**src/common/chrono_macros.svh**
```systemverilog
`ifndef CHRONO_MACROS_SVH
`define CHRONO_MACROS_SVH

`default_nettype none

// Field and word widths
`define CRONO_BCD_W     8
`define CRONO_TIME_W    24

// Upper limits of each field, in BCD
`define CRONO_MAX_SEG   8'h59
`define CRONO_MAX_HORA  8'h23

// Clock registers holding the current time
`define CRONO_DIR_SEG   4'h6
`define CRONO_DIR_MIN   4'h7
`define CRONO_DIR_HORA  4'h8

// One setting tick every 2**W cycles
`define CRONO_TICK_W    2

// Field positions
`define CRONO_POS_SEG   2'd0
`define CRONO_POS_MIN   2'd1
`define CRONO_POS_HORA  2'd2

`default_nettype wire

`endif
```
**src/common/crono_pkg.sv**
```systemverilog
`include "chrono_macros.svh"

`default_nettype none

package crono_pkg;

   typedef struct packed
   {
      logic [`CRONO_BCD_W/2-1:0] decenas;
      logic [`CRONO_BCD_W/2-1:0] unidades;
   } bcd_digitos_t;

   // Raw byte for limit tests, digits for stepping
   typedef union packed
   {
      logic [`CRONO_BCD_W-1:0] crudo;
      bcd_digitos_t            digitos;
   } bcd_byte_u;

   typedef struct packed
   {
      bcd_byte_u hora;
      bcd_byte_u min;
      bcd_byte_u seg;
   } tiempo_campos_t;

   typedef union packed
   {
      logic [`CRONO_TIME_W-1:0] crudo;
      tiempo_campos_t           campos;
   } tiempo_u;

endpackage

`default_nettype wire

```
**src/common/ajuste_if.sv**
```systemverilog
`default_nettype none

interface ajuste_if;

   logic       tick;
   logic [1:0] posicion;
   // 10 up, 01 down
   logic [1:0] botones_valor;
   logic       borrar;

   modport selector
   (
      output tick,
      output posicion
   );

   modport campo
   (
      input tick,
      input posicion,
      input botones_valor,
      input borrar
   );

endinterface

`default_nettype wire

```
**src/rtl/bloque_crono.sv**
```systemverilog
`include "chrono_macros.svh"

`default_nettype none

module bloque_crono
   import crono_pkg::*;
(
   input  wire logic                     reloj,
   input  wire logic                     resetM,
   input  wire logic [3:0]               selec_demux_dd,
   input  wire logic [`CRONO_BCD_W-1:0]  in_segcr,
   input  wire logic [`CRONO_BCD_W-1:0]  in_mincr,
   input  wire logic [`CRONO_BCD_W-1:0]  in_horacr,
   input  wire logic [3:0]               in_bot_cr,
   input  wire logic                     a_a,
   input  wire logic                     read,
   output logic      [`CRONO_TIME_W-1:0] alarma,
   output logic      [`CRONO_TIME_W-1:0] com_alarma,
   output logic                          bit_alarma,
   output logic      [1:0]               contador_pos_cr
);

   tiempo_u hora_ajuste;
   tiempo_u hora_leida;

   ajuste_crono u_ajuste
   (
      .reloj           (reloj),
      .resetM          (resetM),
      .in_bot_cr       (in_bot_cr),
      .borrar          (bit_alarma),
      .alarma          (hora_ajuste),
      .contador_pos_cr (contador_pos_cr)
   );

   captura_rtc u_captura
   (
      .reloj          (reloj),
      .resetM         (resetM),
      .read           (read),
      .selec_demux_dd (selec_demux_dd),
      .in_segcr       (in_segcr),
      .in_mincr       (in_mincr),
      .in_horacr      (in_horacr),
      .com_alarma     (hora_leida)
   );

   comparador_alarma u_comparador
   (
      .reloj      (reloj),
      .resetM     (resetM),
      .alarma     (hora_ajuste),
      .com_alarma (hora_leida),
      .a_a        (a_a),
      .bit_alarma (bit_alarma)
   );

   assign alarma     = hora_ajuste.crudo;
   assign com_alarma = hora_leida.crudo;

endmodule

`default_nettype wire

```
**src/rtl/comparador_alarma.sv**
```systemverilog
`default_nettype none

module comparador_alarma
   import crono_pkg::*;
(
   input  wire logic reloj,
   input  wire logic resetM,
   input  tiempo_u   alarma,
   input  tiempo_u   com_alarma,
   input  wire logic a_a,
   output logic      bit_alarma
);

   logic coincide;

   // Zero set time means no alarm programmed
   assign coincide = (alarma.crudo == com_alarma.crudo) && (alarma.crudo != '0);

   always_ff @(posedge reloj)
   begin
      if (resetM)
         bit_alarma <= 1'b0;
      else if (coincide && !a_a)
         bit_alarma <= 1'b1;
      else if (a_a)
         bit_alarma <= 1'b0;
   end

   a_sin_subida_ack: assert property (@(posedge reloj) disable iff (resetM)
      $rose(bit_alarma) |-> !$past(a_a))
      else $error("alarm bit rose under acknowledge");

   // Set bit feeds back as a clear of the set time
   a_borrado_ajuste: assert property (@(posedge reloj) disable iff (resetM)
      bit_alarma |=> (alarma.crudo == '0))
      else $error("set time not cleared after alarm");

endmodule

`default_nettype wire

```
**src/rtl/captura_rtc.sv**
```systemverilog
`include "chrono_macros.svh"

`default_nettype none

module captura_rtc
   import crono_pkg::*;
(
   input  wire logic       reloj,
   input  wire logic       resetM,
   input  wire logic       read,
   input  wire logic [3:0] selec_demux_dd,
   input  bcd_byte_u       in_segcr,
   input  bcd_byte_u       in_mincr,
   input  bcd_byte_u       in_horacr,
   output tiempo_u         com_alarma
);

   ////////////////////////////////////////////////////////////////////////////
   // Time bytes read back from the clock

   always_ff @(posedge reloj)
   begin
      if (resetM)
         com_alarma.crudo <= '0;
      else if (read)
      begin
         case (selec_demux_dd)
            `CRONO_DIR_SEG:
               com_alarma.campos.seg <= in_segcr;
            `CRONO_DIR_MIN:
               com_alarma.campos.min <= in_mincr;
            `CRONO_DIR_HORA:
               com_alarma.campos.hora <= in_horacr;
            // Read of any other register drops the captured time
            default:
               com_alarma.crudo <= '0;
         endcase
      end
   end

endmodule

`default_nettype wire

```
**src/ajuste/ajuste_crono.sv**
```systemverilog
`include "chrono_macros.svh"

`default_nettype none

module ajuste_crono
   import crono_pkg::*;
(
   input  wire logic       reloj,
   input  wire logic       resetM,
   input  wire logic [3:0] in_bot_cr,
   input  wire logic       borrar,
   output tiempo_u         alarma,
   output logic [1:0]      contador_pos_cr
);

   ajuste_if bus_ajuste ();

   bcd_byte_u dato_seg;
   bcd_byte_u dato_min;
   bcd_byte_u dato_hora;

   // Low pair moves the position, high pair steps the value
   assign bus_ajuste.botones_valor = in_bot_cr[3:2];
   assign bus_ajuste.borrar        = borrar;

   selector_posicion u_selector
   (
      .reloj       (reloj),
      .resetM      (resetM),
      .botones_pos (in_bot_cr[1:0]),
      .bus         (bus_ajuste.selector)
   );

   campo_bcd #(.MAX(`CRONO_MAX_SEG), .POS(`CRONO_POS_SEG)) u_seg
   (
      .reloj  (reloj),
      .resetM (resetM),
      .bus    (bus_ajuste.campo),
      .dato   (dato_seg)
   );

   campo_bcd #(.MAX(`CRONO_MAX_SEG), .POS(`CRONO_POS_MIN)) u_min
   (
      .reloj  (reloj),
      .resetM (resetM),
      .bus    (bus_ajuste.campo),
      .dato   (dato_min)
   );

   campo_bcd #(.MAX(`CRONO_MAX_HORA), .POS(`CRONO_POS_HORA)) u_hora
   (
      .reloj  (reloj),
      .resetM (resetM),
      .bus    (bus_ajuste.campo),
      .dato   (dato_hora)
   );

   assign alarma.campos    = '{hora: dato_hora, min: dato_min, seg: dato_seg};
   assign contador_pos_cr  = bus_ajuste.posicion;

endmodule

`default_nettype wire

```
**src/ajuste/campo_bcd.sv**
```systemverilog
`include "chrono_macros.svh"

`default_nettype none

module campo_bcd
   import crono_pkg::*;
#(
   parameter logic [`CRONO_BCD_W-1:0] MAX = `CRONO_MAX_SEG,
   parameter logic [1:0]              POS = `CRONO_POS_SEG
)
(
   input  wire logic reloj,
   input  wire logic resetM,
   ajuste_if.campo   bus,
   output bcd_byte_u dato
);

   logic [1:0] pendiente;
   logic       activo;
   bcd_byte_u  siguiente;

   // Only the selected field moves, and only on a tick
   assign activo = bus.tick && (bus.posicion == POS);

   ////////////////////////////////////////////////////////////////////////////
   // Step with digit carry and wrap

   always_comb
   begin
      siguiente = dato;
      case (pendiente)
         2'b10:
         begin
            if (dato.crudo == MAX)
               siguiente.crudo = '0;
            else if (dato.digitos.unidades == 4'd9)
            begin
               siguiente.digitos.decenas  = dato.digitos.decenas + 4'd1;
               siguiente.digitos.unidades = 4'd0;
            end
            else
               siguiente.digitos.unidades = dato.digitos.unidades + 4'd1;
         end
         2'b01:
         begin
            if (dato.crudo == '0)
               siguiente.crudo = MAX;
            else if (dato.digitos.unidades == 4'd0)
            begin
               siguiente.digitos.decenas  = dato.digitos.decenas - 4'd1;
               siguiente.digitos.unidades = 4'd9;
            end
            else
               siguiente.digitos.unidades = dato.digitos.unidades - 4'd1;
         end
         // 00 and 11 leave the field alone
         default:
         begin
            siguiente = dato;
         end
      endcase
   end

   ////////////////////////////////////////////////////////////////////////////
   // Field register and pending step

   always_ff @(posedge reloj)
   begin
      if (resetM || bus.borrar)
      begin
         dato.crudo <= '0;
         pendiente  <= 2'b00;
      end
      else if (activo)
      begin
         dato      <= siguiente;
         pendiente <= bus.botones_valor;
      end
   end

   a_dato_bcd: assert property (@(posedge reloj) disable iff (resetM)
      (dato.digitos.unidades <= 4'd9) && (dato.digitos.decenas <= 4'd9)
      && (dato.crudo <= MAX))
      else $error("field holds %h, limit %h", dato.crudo, MAX);

endmodule

`default_nettype wire

```
**src/ajuste/selector_posicion.sv**
```systemverilog
`include "chrono_macros.svh"

`default_nettype none

module selector_posicion
(
   input  wire logic       reloj,
   input  wire logic       resetM,
   input  wire logic [1:0] botones_pos,
   ajuste_if.selector      bus
);

   logic [`CRONO_TICK_W-1:0] divisor;
   logic [1:0]               pos_sig;

   ////////////////////////////////////////////////////////////////////////////
   // Setting tick

   always_ff @(posedge reloj)
   begin
      if (resetM)
         divisor <= '0;
      else
         divisor <= divisor + 1'b1;
   end

   // Last cycle of each divider round
   assign bus.tick = &divisor;

   ////////////////////////////////////////////////////////////////////////////
   // Position FSM

   always_comb
   begin
      case (botones_pos)
         2'b01:
            pos_sig = (bus.posicion == `CRONO_POS_HORA) ? `CRONO_POS_SEG
                                                         : bus.posicion + 2'd1;
         2'b10:
            pos_sig = (bus.posicion == `CRONO_POS_SEG) ? `CRONO_POS_HORA
                                                        : bus.posicion - 2'd1;
         2'b11:
            pos_sig = `CRONO_POS_SEG;
         default:
            pos_sig = bus.posicion;
      endcase
   end

   always_ff @(posedge reloj)
   begin
      if (resetM)
         bus.posicion <= `CRONO_POS_SEG;
      else if (bus.tick)
         bus.posicion <= pos_sig;
   end

   a_pos_rango: assert property (@(posedge reloj) disable iff (resetM)
      bus.posicion != 2'd3)
      else $error("position left the three fields");

endmodule

`default_nettype wire

```
**config.mk**
```make
export PLATFORM = sky130hd
export DESIGN_NAME = bloque_crono
export DESIGN_NICKNAME = d
export VERILOG_FILES = /design/src/common/crono_pkg.sv /design/src/common/ajuste_if.sv /design/src/rtl/bloque_crono.sv /design/src/rtl/comparador_alarma.sv /design/src/rtl/captura_rtc.sv /design/src/ajuste/ajuste_crono.sv /design/src/ajuste/campo_bcd.sv /design/src/ajuste/selector_posicion.sv
export VERILOG_INCLUDE_DIRS = /design/src /design/src/common
export SDC_FILE = /design/constraint.sdc
export NUM_CORES = 1
export LEC_CHECK = 0
export ABC_CLOCK_PERIOD_IN_PS = 6500
export BUFFER_PORTS_ARGS = -buffer_cell sky130_fd_sc_hd__buf_2
export CORE_UTILIZATION = 59
export CTS_CLUSTER_SIZE = 25
export DETAILED_ROUTE_END_ITERATION = 10
export PLACE_DENSITY_LB_ADDON = 0.3
export SETUP_SLACK_MARGIN = 0.1
export SYNTH_ARGS = -nofsm -noshare
export SYNTH_HDL_FRONTEND = slang
export SYNTH_SLANG_ARGS = --single-unit
```
**constraint.sdc**
```tcl
create_clock -name reloj -period 6.5 [get_ports reloj]
set_input_delay 1.625 -clock reloj [delete_from_list [all_inputs] [get_ports reloj]]
set_output_delay 1.625 -clock reloj [all_outputs]
set_load 0.005 [all_outputs]
```
---- Yosys cells after proc, flatten, opt, wreduce, memory -nomap -nowiden ----
Index checks and enable logic that the tools add are counted.
word-level totals
  flip-flop bits (word level) ............. 59
  bits in latches ......................... 0
  memory bits (writable) .................. 0
  ROM bits ................................ 0
  input port bits ......................... 36
  output and inout bits ................... 51
  word-level logic and storage cells ...... 123
  memories ................................ 0
operators by class
  $add $sub $neg .......................... 15
  multiply operators ...................... 0
  div/mod/pow operators ................... 0
  magnitude comparators ................... 0
  equality and inequality tests ........... 27
  shifts and indexed selects .............. 0
  muxes and demuxes ....................... 29
  bitwise gates (word level) .............. 3
  reduce and logical (&&, ||, !) cells .... 34
operators with widths
  cell                                                                   number
  8-bit one-hot mux with 2 select lines                                  6
  4-bit 2-to-1 mux                                                       12
  8-bit 2-to-1 mux                                                       6
  4-bit by 1-bit adder with 4-bit output, second input constant          6
  24-bit equality test                                                   1
  8-bit zero test                                                        3
  24-bit nonzero test                                                    1
  4-bit by 1-bit subtractor with 4-bit output, second input constant     6
  3-bit inequality test, second input constant                           6
  4-bit equality test, second input constant                             4
  8-bit by 7-bit equality test with 1-bit output, second input constant  2
  2-bit AND reduction                                                    7
  2-bit equality test, second input constant                             6
  4-bit zero test                                                        3
  4-bit AND reduction                                                    3
  2-bit by 1-bit equality test with 1-bit output, second input constant  5
  4-bit by 3-bit equality test with 1-bit output, second input constant  2
  8-bit by 6-bit equality test with 1-bit output, second input constant  1
  2-bit nonzero test                                                     4
  2-bit one-hot mux with 3 select lines                                  1
  2-bit OR reduction                                                     3
  1-bit logical AND                                                      5
  2-bit by 1-bit adder with 2-bit output, second input constant          2
  2-bit 2-to-1 mux                                                       2
  8 further kinds                                                        11

---- Logic depth before layout (Yosys ltp) ----
Gate-level depths: netlist of run 1.
  depth in word-level cells ............... 4
  gate-level depth with buffers ........... 8
  mapped depth without buffers ............ 7

---- By module ----
Synthesis of run 1 repeated with hierarchy kept, for this count alone.
unflattened totals
  cell total of the unflattened synthesis .. 472
  area, all modules ....................... 4171.5 um^2
by module, submodules not included
  module                        times used  cells each  area an instance (um^2)
  captura_rtc                   1           109         1089.8
  campo_bcd at u_ajuste.u_hora  1           105         870.8
  campo_bcd at u_ajuste.u_seg   1           102         852.1
  campo_bcd at u_ajuste.u_min   1           92          803.3
  comparador_alarma             1           42          344.1
  selector_posicion             1           22          211.5

---- Least setup slack after synthesis of run 1 ----
No wires, ideal clock.
  kind .................................... input -> register
  start point ............................. input port selec_demux_dd[1]
  end point ............................... register u_captura.com_alarma[0] (netlist name)
  library setup time ...................... 128 ps
  data arrival time ....................... 2971 ps
  data required time ...................... 6372 ps
  setup slack ............................. 3402 ps
  stages on the path ...................... 4
  buffers on the path ..................... 0
  cells stage by stage .................... nor4b_1 > nor4_1 > a22oi_1 > nor2_1
on the way
  cells in the longest elaborated chain, start to end .. 4
  elaborated cells between the ends (all ways) .. 7
  those cells by class .................... eq/ne (3); mux (1); bitwise (1); reduce/logical (2)
ends and longest elaborated chain
  element                                                                                       line                source
  start, declared                                                                               bloque_crono.sv:10  input wire logic [3:0] selec_demux_dd,
  4-bit by 3-bit equality test with 1-bit output / 4-bit equality test (equally long branches)  captura_rtc.sv:27   case (selec_demux_dd)
  2-bit OR reduction (no line)                                                                  n/a
  1-bit NOT (no line)                                                                           n/a
  2-bit AND reduction (no line)                                                                 n/a
  end, declared                                                                                 captura_rtc.sv:15   output tiempo_u com_alarma
Several ways; a longest one is shown, not always the timed one.
A chain may end at the register's enable or synchronous reset.

---- Final worst setup path of run 1 ----
  start point ............................. input port selec_demux_dd[3]
  end point ............................... register u_captura.com_alarma[3] (netlist name)
The elaborated chain is that of the path after synthesis.

==> results of run 1 <==
-- cell families (layout without fill, tap and decap cells) --
logic type	after synthesis	in the layout	synth area share, %
multiplexers	6	6	1.65
XOR/XNOR	26	26	6.12
AO/OA/AOI/OAI	125	125	21.8
adder cells (fa/ha/maj)	31	31	10.4
flip-flops	59	59	31.8
AND/OR/NAND/NOR	161	161	22.3
buffers and inverters	52	132	5.89
-- per-stage QoR --
step / utilization [%] / power (µW) / area (µm²) / hold WS [ns]
global route: 72.0 / 741 / 4310 / 0.489
global placement: 69.1 / 425 / 4140 / 0.430
finish: 72.0 / 713 / 4310 / 0.450
CTS: 72.0 / 715 / 4310 / 0.454
detailed placement: 69.1 / 427 / 4140 / 0.439
floorplan: - / 404 / 3720 / 0.417
-- layer usage --
metal  wire length (µm)  vias to the layer above  part of all wire [%]  track usage, %
met3                597                       19                   6.2            5.39
met1               4360                     1762                    45            39.1
met4                185                        0                   1.9            11.8
met5                  0                        -                     0               0
li1                   -                     1803                     -               -
met2               4500                      140                    47            48.7
-- registers in the layout, summed over array words and instances (netlist names) --
name and cells:
u_ajuste.u_seg.pendiente 2, u_ajuste.u_min.dato 8, u_ajuste.u_hora.pendiente 2, u_ajuste.u_hora.dato 8
u_captura.com_alarma 24, u_ajuste.u_selector.bus.posicion 2, u_ajuste.u_seg.dato 8, u_comparador.bit_alarma 1
u_ajuste.u_selector.divisor 2, u_ajuste.u_min.pendiente 2
-- placed cells by master (no fill, tap or decap), types with 2 or more instances in the layout --
cell type,Yosys,final
and3b_1,3,3
a221oi_1,2,2
nand4_1,10,10
xnor2_1,25,25
buf_2,1,86
nand2_1,30,30
o22a_1,3,3
nor2b_1,7,7
nor3b_1,2,2
nor4b_1,7,7
inv_1,29,29
o211ai_1,2,2
clkbuf_1,17,3
dfxtp_1,59,59
nand3_1,21,21
mux2i_1,5,5
a22oi_1,15,15
nand2b_1,7,7
clkinv_2,0,2
a21oi_1,44,44
a211o_1,2,2
a32o_1,2,2
nor2_1,48,48
ha_1,31,31
or3b_2,2,2
clkbuf_8,0,11
a211oi_1,10,10
a311oi_1,5,5
o21ai_0,20,20
a31oi_1,3,3
and2_1,2,2
nand3b_1,3,3
nor3_1,6,6
nor4_1,4,4
or3_1,4,4
o21bai_1,3,3
-- worst min path at each step --
stage	endpoint	from	cells after the start
final	u_ajuste.u_selector.divisor[0]$_SDFF_PP0_	u_ajuste.u_selector.divisor[0]$_SDFF_PP0_	1
after global routing	u_ajuste.u_selector.divisor[0]$_SDFF_PP0_	u_ajuste.u_selector.divisor[0]$_SDFF_PP0_	1
after CTS	u_ajuste.u_selector.divisor[0]$_SDFF_PP0_	u_ajuste.u_selector.divisor[0]$_SDFF_PP0_	1
after detailed placement	u_ajuste.u_selector.divisor[0]$_SDFF_PP0_	u_ajuste.u_selector.divisor[0]$_SDFF_PP0_	1
after global placement	u_ajuste.u_selector.divisor[0]$_SDFF_PP0_	u_ajuste.u_selector.divisor[0]$_SDFF_PP0_	1
after floorplan	u_ajuste.u_selector.divisor[0]$_SDFF_PP0_	u_ajuste.u_selector.divisor[0]$_SDFF_PP0_	1
-- layout make-up --
type	instances	area (µm²)	share of cell area [%]
clock inverter	2	10.0	0.232
tap	75	93.8	2.18
clock buffer	14	163	3.77
multi-input combinational	349	2320	53.8
inverter	29	109	2.52
timing repair buffer	87	438	10.2
sequential	59	1180	27.4
-- power groups by stage --
| stage | clock network [µW] | registers (µW) | logic [µW] |
|---|---|---|---|
| 6_report | 293 | 369 | 50.4 |
| 5_1_grt | 316 | 369 | 55.7 |
| 4_1_cts | 296 | 369 | 49.9 |
| 3_5_place_dp | 0 | 377 | 49.7 |
| 3_3_place_gp | 0 | 377 | 48.3 |
| 2_1_floorplan | 0 | 376 | 27.8 |
==> results.sh, run 1 <==
export IMPL_antenna_cells=0
export IMPL_worstReg2RegEnd="u_comparador.bit_alarma$_SDFFE_PP0P_"
export IMPL_fin_skew_ns=0.00604
export IMPL_dp_hpwl_mm=7.09
export IMPL_ys_async_sr_fraction_pct=0
export IMPL_rr_startpoint="u_ajuste.u_seg.dato[0]$_SDFFE_PP0P_"
export IMPL_antenna_found_initial=0
export IMPL_die_h_um=81.4
export IMPL_comb_power_share_pct=7.1
export IMPL_yosysWarningCount=0
export IMPL_p_int_uw=544
export IMPL_ios=87
export IMPL_pwr_share_seq_pct=51.8
export IMPL_detail_route_first_pass_iterations=5
export IMPL_max_cap_violations=0
export IMPL_p_per_area_mw_per_mm2=165
export IMPL_cts_hold_buf=0
export IMPL_place_inst=599
export IMPL_worstSetupStartpoint="selec_demux_dd[3]"
export IMPL_gp_routability_congestion=0.861
export IMPL_antenna_left=0
export IMPL_cp_top_family="simple AND/OR/NAND/NOR gates"
export IMPL_final_cell_count_no_fill=615
export IMPL_max_freq_mhz=347
export IMPL_io_buffers=86
export IMPL_path_cells="buf_2 -> nand3b_1 -> nor4_1 -> a22oi_1 -> nor2_1"
export IMPL_crit_type="input pin to flip-flop"
export IMPL_worst_setup_path_end_kind="flip-flop"
export IMPL_synth_seq_cells=59
export IMPL_vdd_drop_max_mv=0.131
export IMPL_grt_overflow=0
export IMPL_netlist_top_cell_by_area="dfxtp_1"
export IMPL_drv_slew=0
export IMPL_vias_per_cell=6.06
export IMPL_synth_nets=527
export IMPL_yosys_top_cells_count="dfxtp_1 (59), nor2_1 (48), a21oi_1 (44)"
export IMPL_finalWorstSetupSlack_ns=3.62
export IMPL_hold_violations=0
export IMPL_start_kind="input pin"
export IMPL_initial_core_util_pct=62.1
export IMPL_syn2layout_area_growth_pct=16.0
export IMPL_cp_num_buf_inv=1
export IMPL_status="finished clean"
export IMPL_critPathMaxStageDelay_ns=0.85
export IMPL_crit_slowest_cell="nor4_1"
export IMPL_layout_drive_gt1_share_pct=20.0
export IMPL_grt_pass1_wl_mm=15.2
export IMPL_synth_edf_count=0
export IMPL_nets=602
export IMPL_vias=3724
export IMPL_swShare_pct=23.7
export IMPL_reg2reg_depth=7
export IMPL_pre_cts_slack_ns=3.32
export IMPL_syn_inst=460
export IMPL_clock_sinks=59
export IMPL_drtIter0Drc=244
export IMPL_fill_cells=480
export IMPL_grt_pass1_vias=3257
export IMPL_tightest_slew_ns=0.981
export IMPL_clk_latency_ns=0.33
export IMPL_worstPathArrival_ns=3.15
export IMPL_synth_most_common_cell="dfxtp_1"
export IMPL_synthFlopType="dfxtp_1"
export IMPL_clkPwrFrac_pct=41.1
export IMPL_syn_area_mm2=0.00372
export IMPL_grt_setup_unrepaired="no"
export IMPL_cp_required_ns=6.76
export IMPL_cts_max_level=3
export IMPL_rrSetupSlack_ns=3.83
export IMPL_cts_tree="yes"
export IMPL_drc=0
export IMPL_worstSetupEndpoint="u_captura.com_alarma[3]$_SDFFE_PP0P_"
export IMPL_setup_viol=0
export IMPL_cts_root_buffer="clkbuf_8"
export IMPL_period_share_pct=44.3
export IMPL_core_rowCount=28
export IMPL_core_mm2=0.00599
export IMPL_fp_dieArea_mm2=0.00662
export IMPL_grt_util_all_layers_pct=30.0
export IMPL_cts_repair_resized=0
export IMPL_worstPathMaxFanout=7
export IMPL_p_switching_uw=169
export IMPL_tns_ns=0
export IMPL_ys_seq_area_share_pct=31.8
export IMPL_p_leak_uw=0.00176
export IMPL_synth_cell_types=57
export IMPL_min_period_ns=2.88
export IMPL_cp_depth=5
export IMPL_wire_per_inst_um=15.7
export IMPL_avgSynthCellArea_um2=8.08
export IMPL_cts_clk_slew_worst_paths_ns=0.07
export IMPL_grt_max_degree=32
export IMPL_cts_buffers=9
export IMPL_drt_wl_total_mm=9.64
export IMPL_clockBufferDepth=2
export IMPL_die_w_um=81.4
export IMPL_postCtsSetupBuffers=0
export IMPL_synth_top_cell_area_share_pct=31.8
export IMPL_hp_class="flip-flop to flip-flop"
export IMPL_maxSlewHeadroom_pct=34.0
export IMPL_synthTopCellsByArea="dfxtp_1 (32%), ha_1 (10%), a21oi_1 (5.9%), xnor2_1 (5.9%), nor2_1 (4.8%)"
Note: power is estimated with default switching activity, not from simulation.
==> run 2, diff against run 1 <==
--- a/config.mk
+++ b/config.mk
@@ -6,9 +6,10 @@
 export SDC_FILE = /design/constraint.sdc
 export NUM_CORES = 1
 export LEC_CHECK = 0
-export ABC_CLOCK_PERIOD_IN_PS = 6500
+export ABC_AREA = 1
+export ABC_CLOCK_PERIOD_IN_PS = 2800
 export BUFFER_PORTS_ARGS = -buffer_cell sky130_fd_sc_hd__buf_2
-export CORE_UTILIZATION = 59
+export CORE_UTILIZATION = 55
 export CTS_CLUSTER_SIZE = 25
 export DETAILED_ROUTE_END_ITERATION = 10
 export PLACE_DENSITY_LB_ADDON = 0.3
==> constraint.sdc (replaced) <==
create_clock -name reloj -period 2.8 [get_ports reloj]
set_input_delay 0.7 -clock reloj [delete_from_list [all_inputs] [get_ports reloj]]
set_output_delay 0.7 -clock reloj [all_outputs]
set_load 0.005 [all_outputs]
==> run 2 against run 1 <==
Against the previous run: global-route usage down 3.1 points; clock-buffer cell count shrank 2; via count is 5.2% higher; clock power increased by 120%; area after synthesis rose by 8.1%; clock skew grew 0.0023 ns; worst setup slack worse by 2.7 ns; hold slack got worse by 0.00098 ns; synthesized cell count up 19%; highest routed layer unchanged.
==> results.sh, run 2 <==
export IMPL_status="finished clean"
export IMPL_core_rowCount=30
export IMPL_hold_violations=0
export IMPL_worstPathMaxFanout=7
export IMPL_vias_per_cell=5.37
export IMPL_cp_required_ns=2.10
export IMPL_synth_edf_count=0
export IMPL_rrSetupSlack_ns=1.05
export IMPL_layout_common_cells="buf_2 (86), nand2_1 (76), inv_1 (63)"
export IMPL_tns_ns=0
export IMPL_drv_slew=0
export IMPL_drc=0
export IMPL_reg2reg_depth=7
export IMPL_yosys_top_cells_count="nand2_1 (76), inv_1 (63), nor2_1 (62)"
export IMPL_p_leak_uw=0.00226
export IMPL_io_buffers=86
export IMPL_layout_drive_gt1_share_pct=21.3
export IMPL_worst_setup_path_end_kind="output port"
export IMPL_hold_end="u_ajuste.u_selector.divisor[0]$_SDFF_PP0_"
export IMPL_final_cell_count_no_fill=730
export IMPL_syn_inst=548
export IMPL_ys_async_sr_fraction_pct=0
export IMPL_antenna_found_initial=0
export IMPL_ys_seq_area_share_pct=29.4
export IMPL_antenna_left=0
export IMPL_detail_route_first_pass_iterations=5
export IMPL_synth_cell_types=42
export IMPL_min_path_cells=1
export IMPL_p_per_area_mw_per_mm2=368
export IMPL_period_share_pct=66.4
export IMPL_die_h_um=87.5
export IMPL_cts_buffers=9
export IMPL_setup_viol=0
export IMPL_fp_dieArea_mm2=0.00766
export IMPL_cts_clk_slew_worst_paths_ns=0.06
export IMPL_clock_sinks=59
export IMPL_place_inst=715
export IMPL_clk_latency_ns=0.33
export IMPL_final_common_cell="buf_2"
export IMPL_synthTopCellsByArea="dfxtp_1 (29%), ha_1 (9.6%), nand2_1 (7.1%), o21ai_0 (6.1%), inv_1 (5.9%)"
export IMPL_wire_per_inst_um=13.6
export IMPL_avgSynthCellArea_um2=7.34
export IMPL_synth_seq_cells=59
export IMPL_synth_nets=615
export IMPL_grt_max_degree=31
export IMPL_syn2layout_area_growth_pct=15.3
export IMPL_clockBufferDepth=2
export IMPL_yosysWarningCount=0
export IMPL_ios=87
export IMPL_crit_slowest_cell="dfxtp_1"
export IMPL_drt_wl_total_mm=9.94
export IMPL_max_freq_mhz=538
export IMPL_largest_register="u_captura.com_alarma"
export IMPL_start_kind="flip-flop"
export IMPL_critPathMaxStageDelay_ns=0.62
export IMPL_grt_pass1_wl_mm=16.0
export IMPL_cp_num_buf_inv=1
export IMPL_grt_overflow=0
export IMPL_die_w_um=87.5
export IMPL_cts_hold_buf=0
export IMPL_drtIter0Drc=327
export IMPL_synth_most_common_cell="nand2_1"
export IMPL_worstReg2RegEnd="u_ajuste.u_min.dato[6]$_SDFFE_PP0P_"
export IMPL_syn_area_mm2=0.00402
export IMPL_netlist_top_cell_by_area="dfxtp_1"
export IMPL_hp_class="flip-flop to flip-flop"
export IMPL_cp_top_family="flip-flops"
export IMPL_dp_hpwl_mm=7.72
export IMPL_holdWs_ns=0.449
export IMPL_max_cap_violations=0
export IMPL_fin_skew_ns=0.00832
export IMPL_min_period_ns=1.86
export IMPL_worstPathArrival_ns=1.16
export IMPL_cts_root_buffer="clkbuf_8"
export IMPL_cts_tree="yes"
export IMPL_grt_util_all_layers_pct=26.9
export IMPL_synthFlopType="dfxtp_1"
export IMPL_tightest_slew_ns=0.522
export IMPL_largest_register_ffs=24
export IMPL_initial_core_util_pct=57.9
export IMPL_cts_max_level=3
export IMPL_synth_top_cell_area_share_pct=29.4
export IMPL_grt_setup_unrepaired="no"
export IMPL_rr_startpoint="u_ajuste.u_min.dato[1]$_SDFFE_PP0P_"
export IMPL_nets=697
export IMPL_core_mm2=0.00694
export IMPL_grt_pass1_vias=3467
export IMPL_holdCritStartpoint="u_ajuste.u_selector.divisor[0]$_SDFF_PP0_"
export IMPL_antenna_cells=0
export IMPL_gp_routability_congestion=0.867
export IMPL_postCtsSetupBuffers=0
export IMPL_vdd_drop_max_mv=0.264
export IMPL_vias=3919
export IMPL_path_cells="buf_2"
export IMPL_maxSlewHeadroom_pct=65.2
export IMPL_cts_repair_resized=0
export IMPL_crit_type="flip-flop to output port"
run 2: metrics by stage:
step | cell area [µm²] | total power (µW) | setup WS (ns) | util [%]
2_1_floorplan | 4020 | 1010 | 1.28 | -
3_3_place_gp | 4480 | 1070 | 0.863 | 64.5
3_5_place_dp | 4480 | 1070 | 0.760 | 64.5
4_1_cts | 4640 | 1710 | 0.939 | 66.8
5_1_grt | 4640 | 1780 | 0.903 | 66.8
6_report | 4640 | 1710 | 0.942 | 66.8
run 2: layer usage:
metal	vias to the layer above	track usage [%]	share of wire (%)
met1	1793	35.8	46
met4	0	8.79	1.7
met2	148	44.2	46
met3	19	4.55	6.3
met5	-	0	0
li1	1959	-	-
run 2: final cells by class:
cell class / count / area, µm²
Clock inverter: 3 / 15.0
Fill cell: 612 / 2310
Multi-Input combinational cell: 401 / 2460
Clock buffer: 12 / 145
Inverter: 71 / 272
Tap cell: 96 / 120
Timing Repair Buffer: 88 / 445
Sequential cell: 59 / 1180
run 2: how the worst max path moves through the flow:
| stage | cells past startpoint | end | startpoint |
|---|---|---|---|
| after detailed placement | 4 | u_ajuste.u_min.pendiente[1]$_SDFFE_PP0P_ | resetM |
| after CTS | 1 | alarma[19] | u_ajuste.u_hora.dato[3]$_SDFFE_PP0P_ |
| after floorplan | 7 | u_captura.com_alarma[0]$_SDFFE_PP0P_ | selec_demux_dd[2] |
| after global routing | 7 | u_ajuste.u_min.dato[6]$_SDFFE_PP0P_ | u_ajuste.u_min.dato[1]$_SDFFE_PP0P_ |
| final | 1 | alarma[19] | u_ajuste.u_hora.dato[3]$_SDFFE_PP0P_ |
| after global placement | 4 | u_ajuste.u_min.dato[2]$_SDFFE_PP0P_ | resetM |
run 2: cells by family after synthesis:
logic type                 count (synthesis)  synth area share, %
xor gates and xnor gates                  36                 7.84
buffers and inverters                     88                 9.49
AOI/OAI and AO/OA                        124                 17.1
DFF                                       59                 29.4
adders and majority gates                 31                 9.65
and+or+nand+nor                          209                 26.2
muxes                                      1                0.249
run 2: power breakdown:
group	internal [µW]	total (µW)	leakage [µW]	switching (µW)
sequential	855	872	0.000478	17.2
clock	336	651	0.0000860	315
combinational	72.9	183	0.00170	110
total	1260	1710	0.00226	442
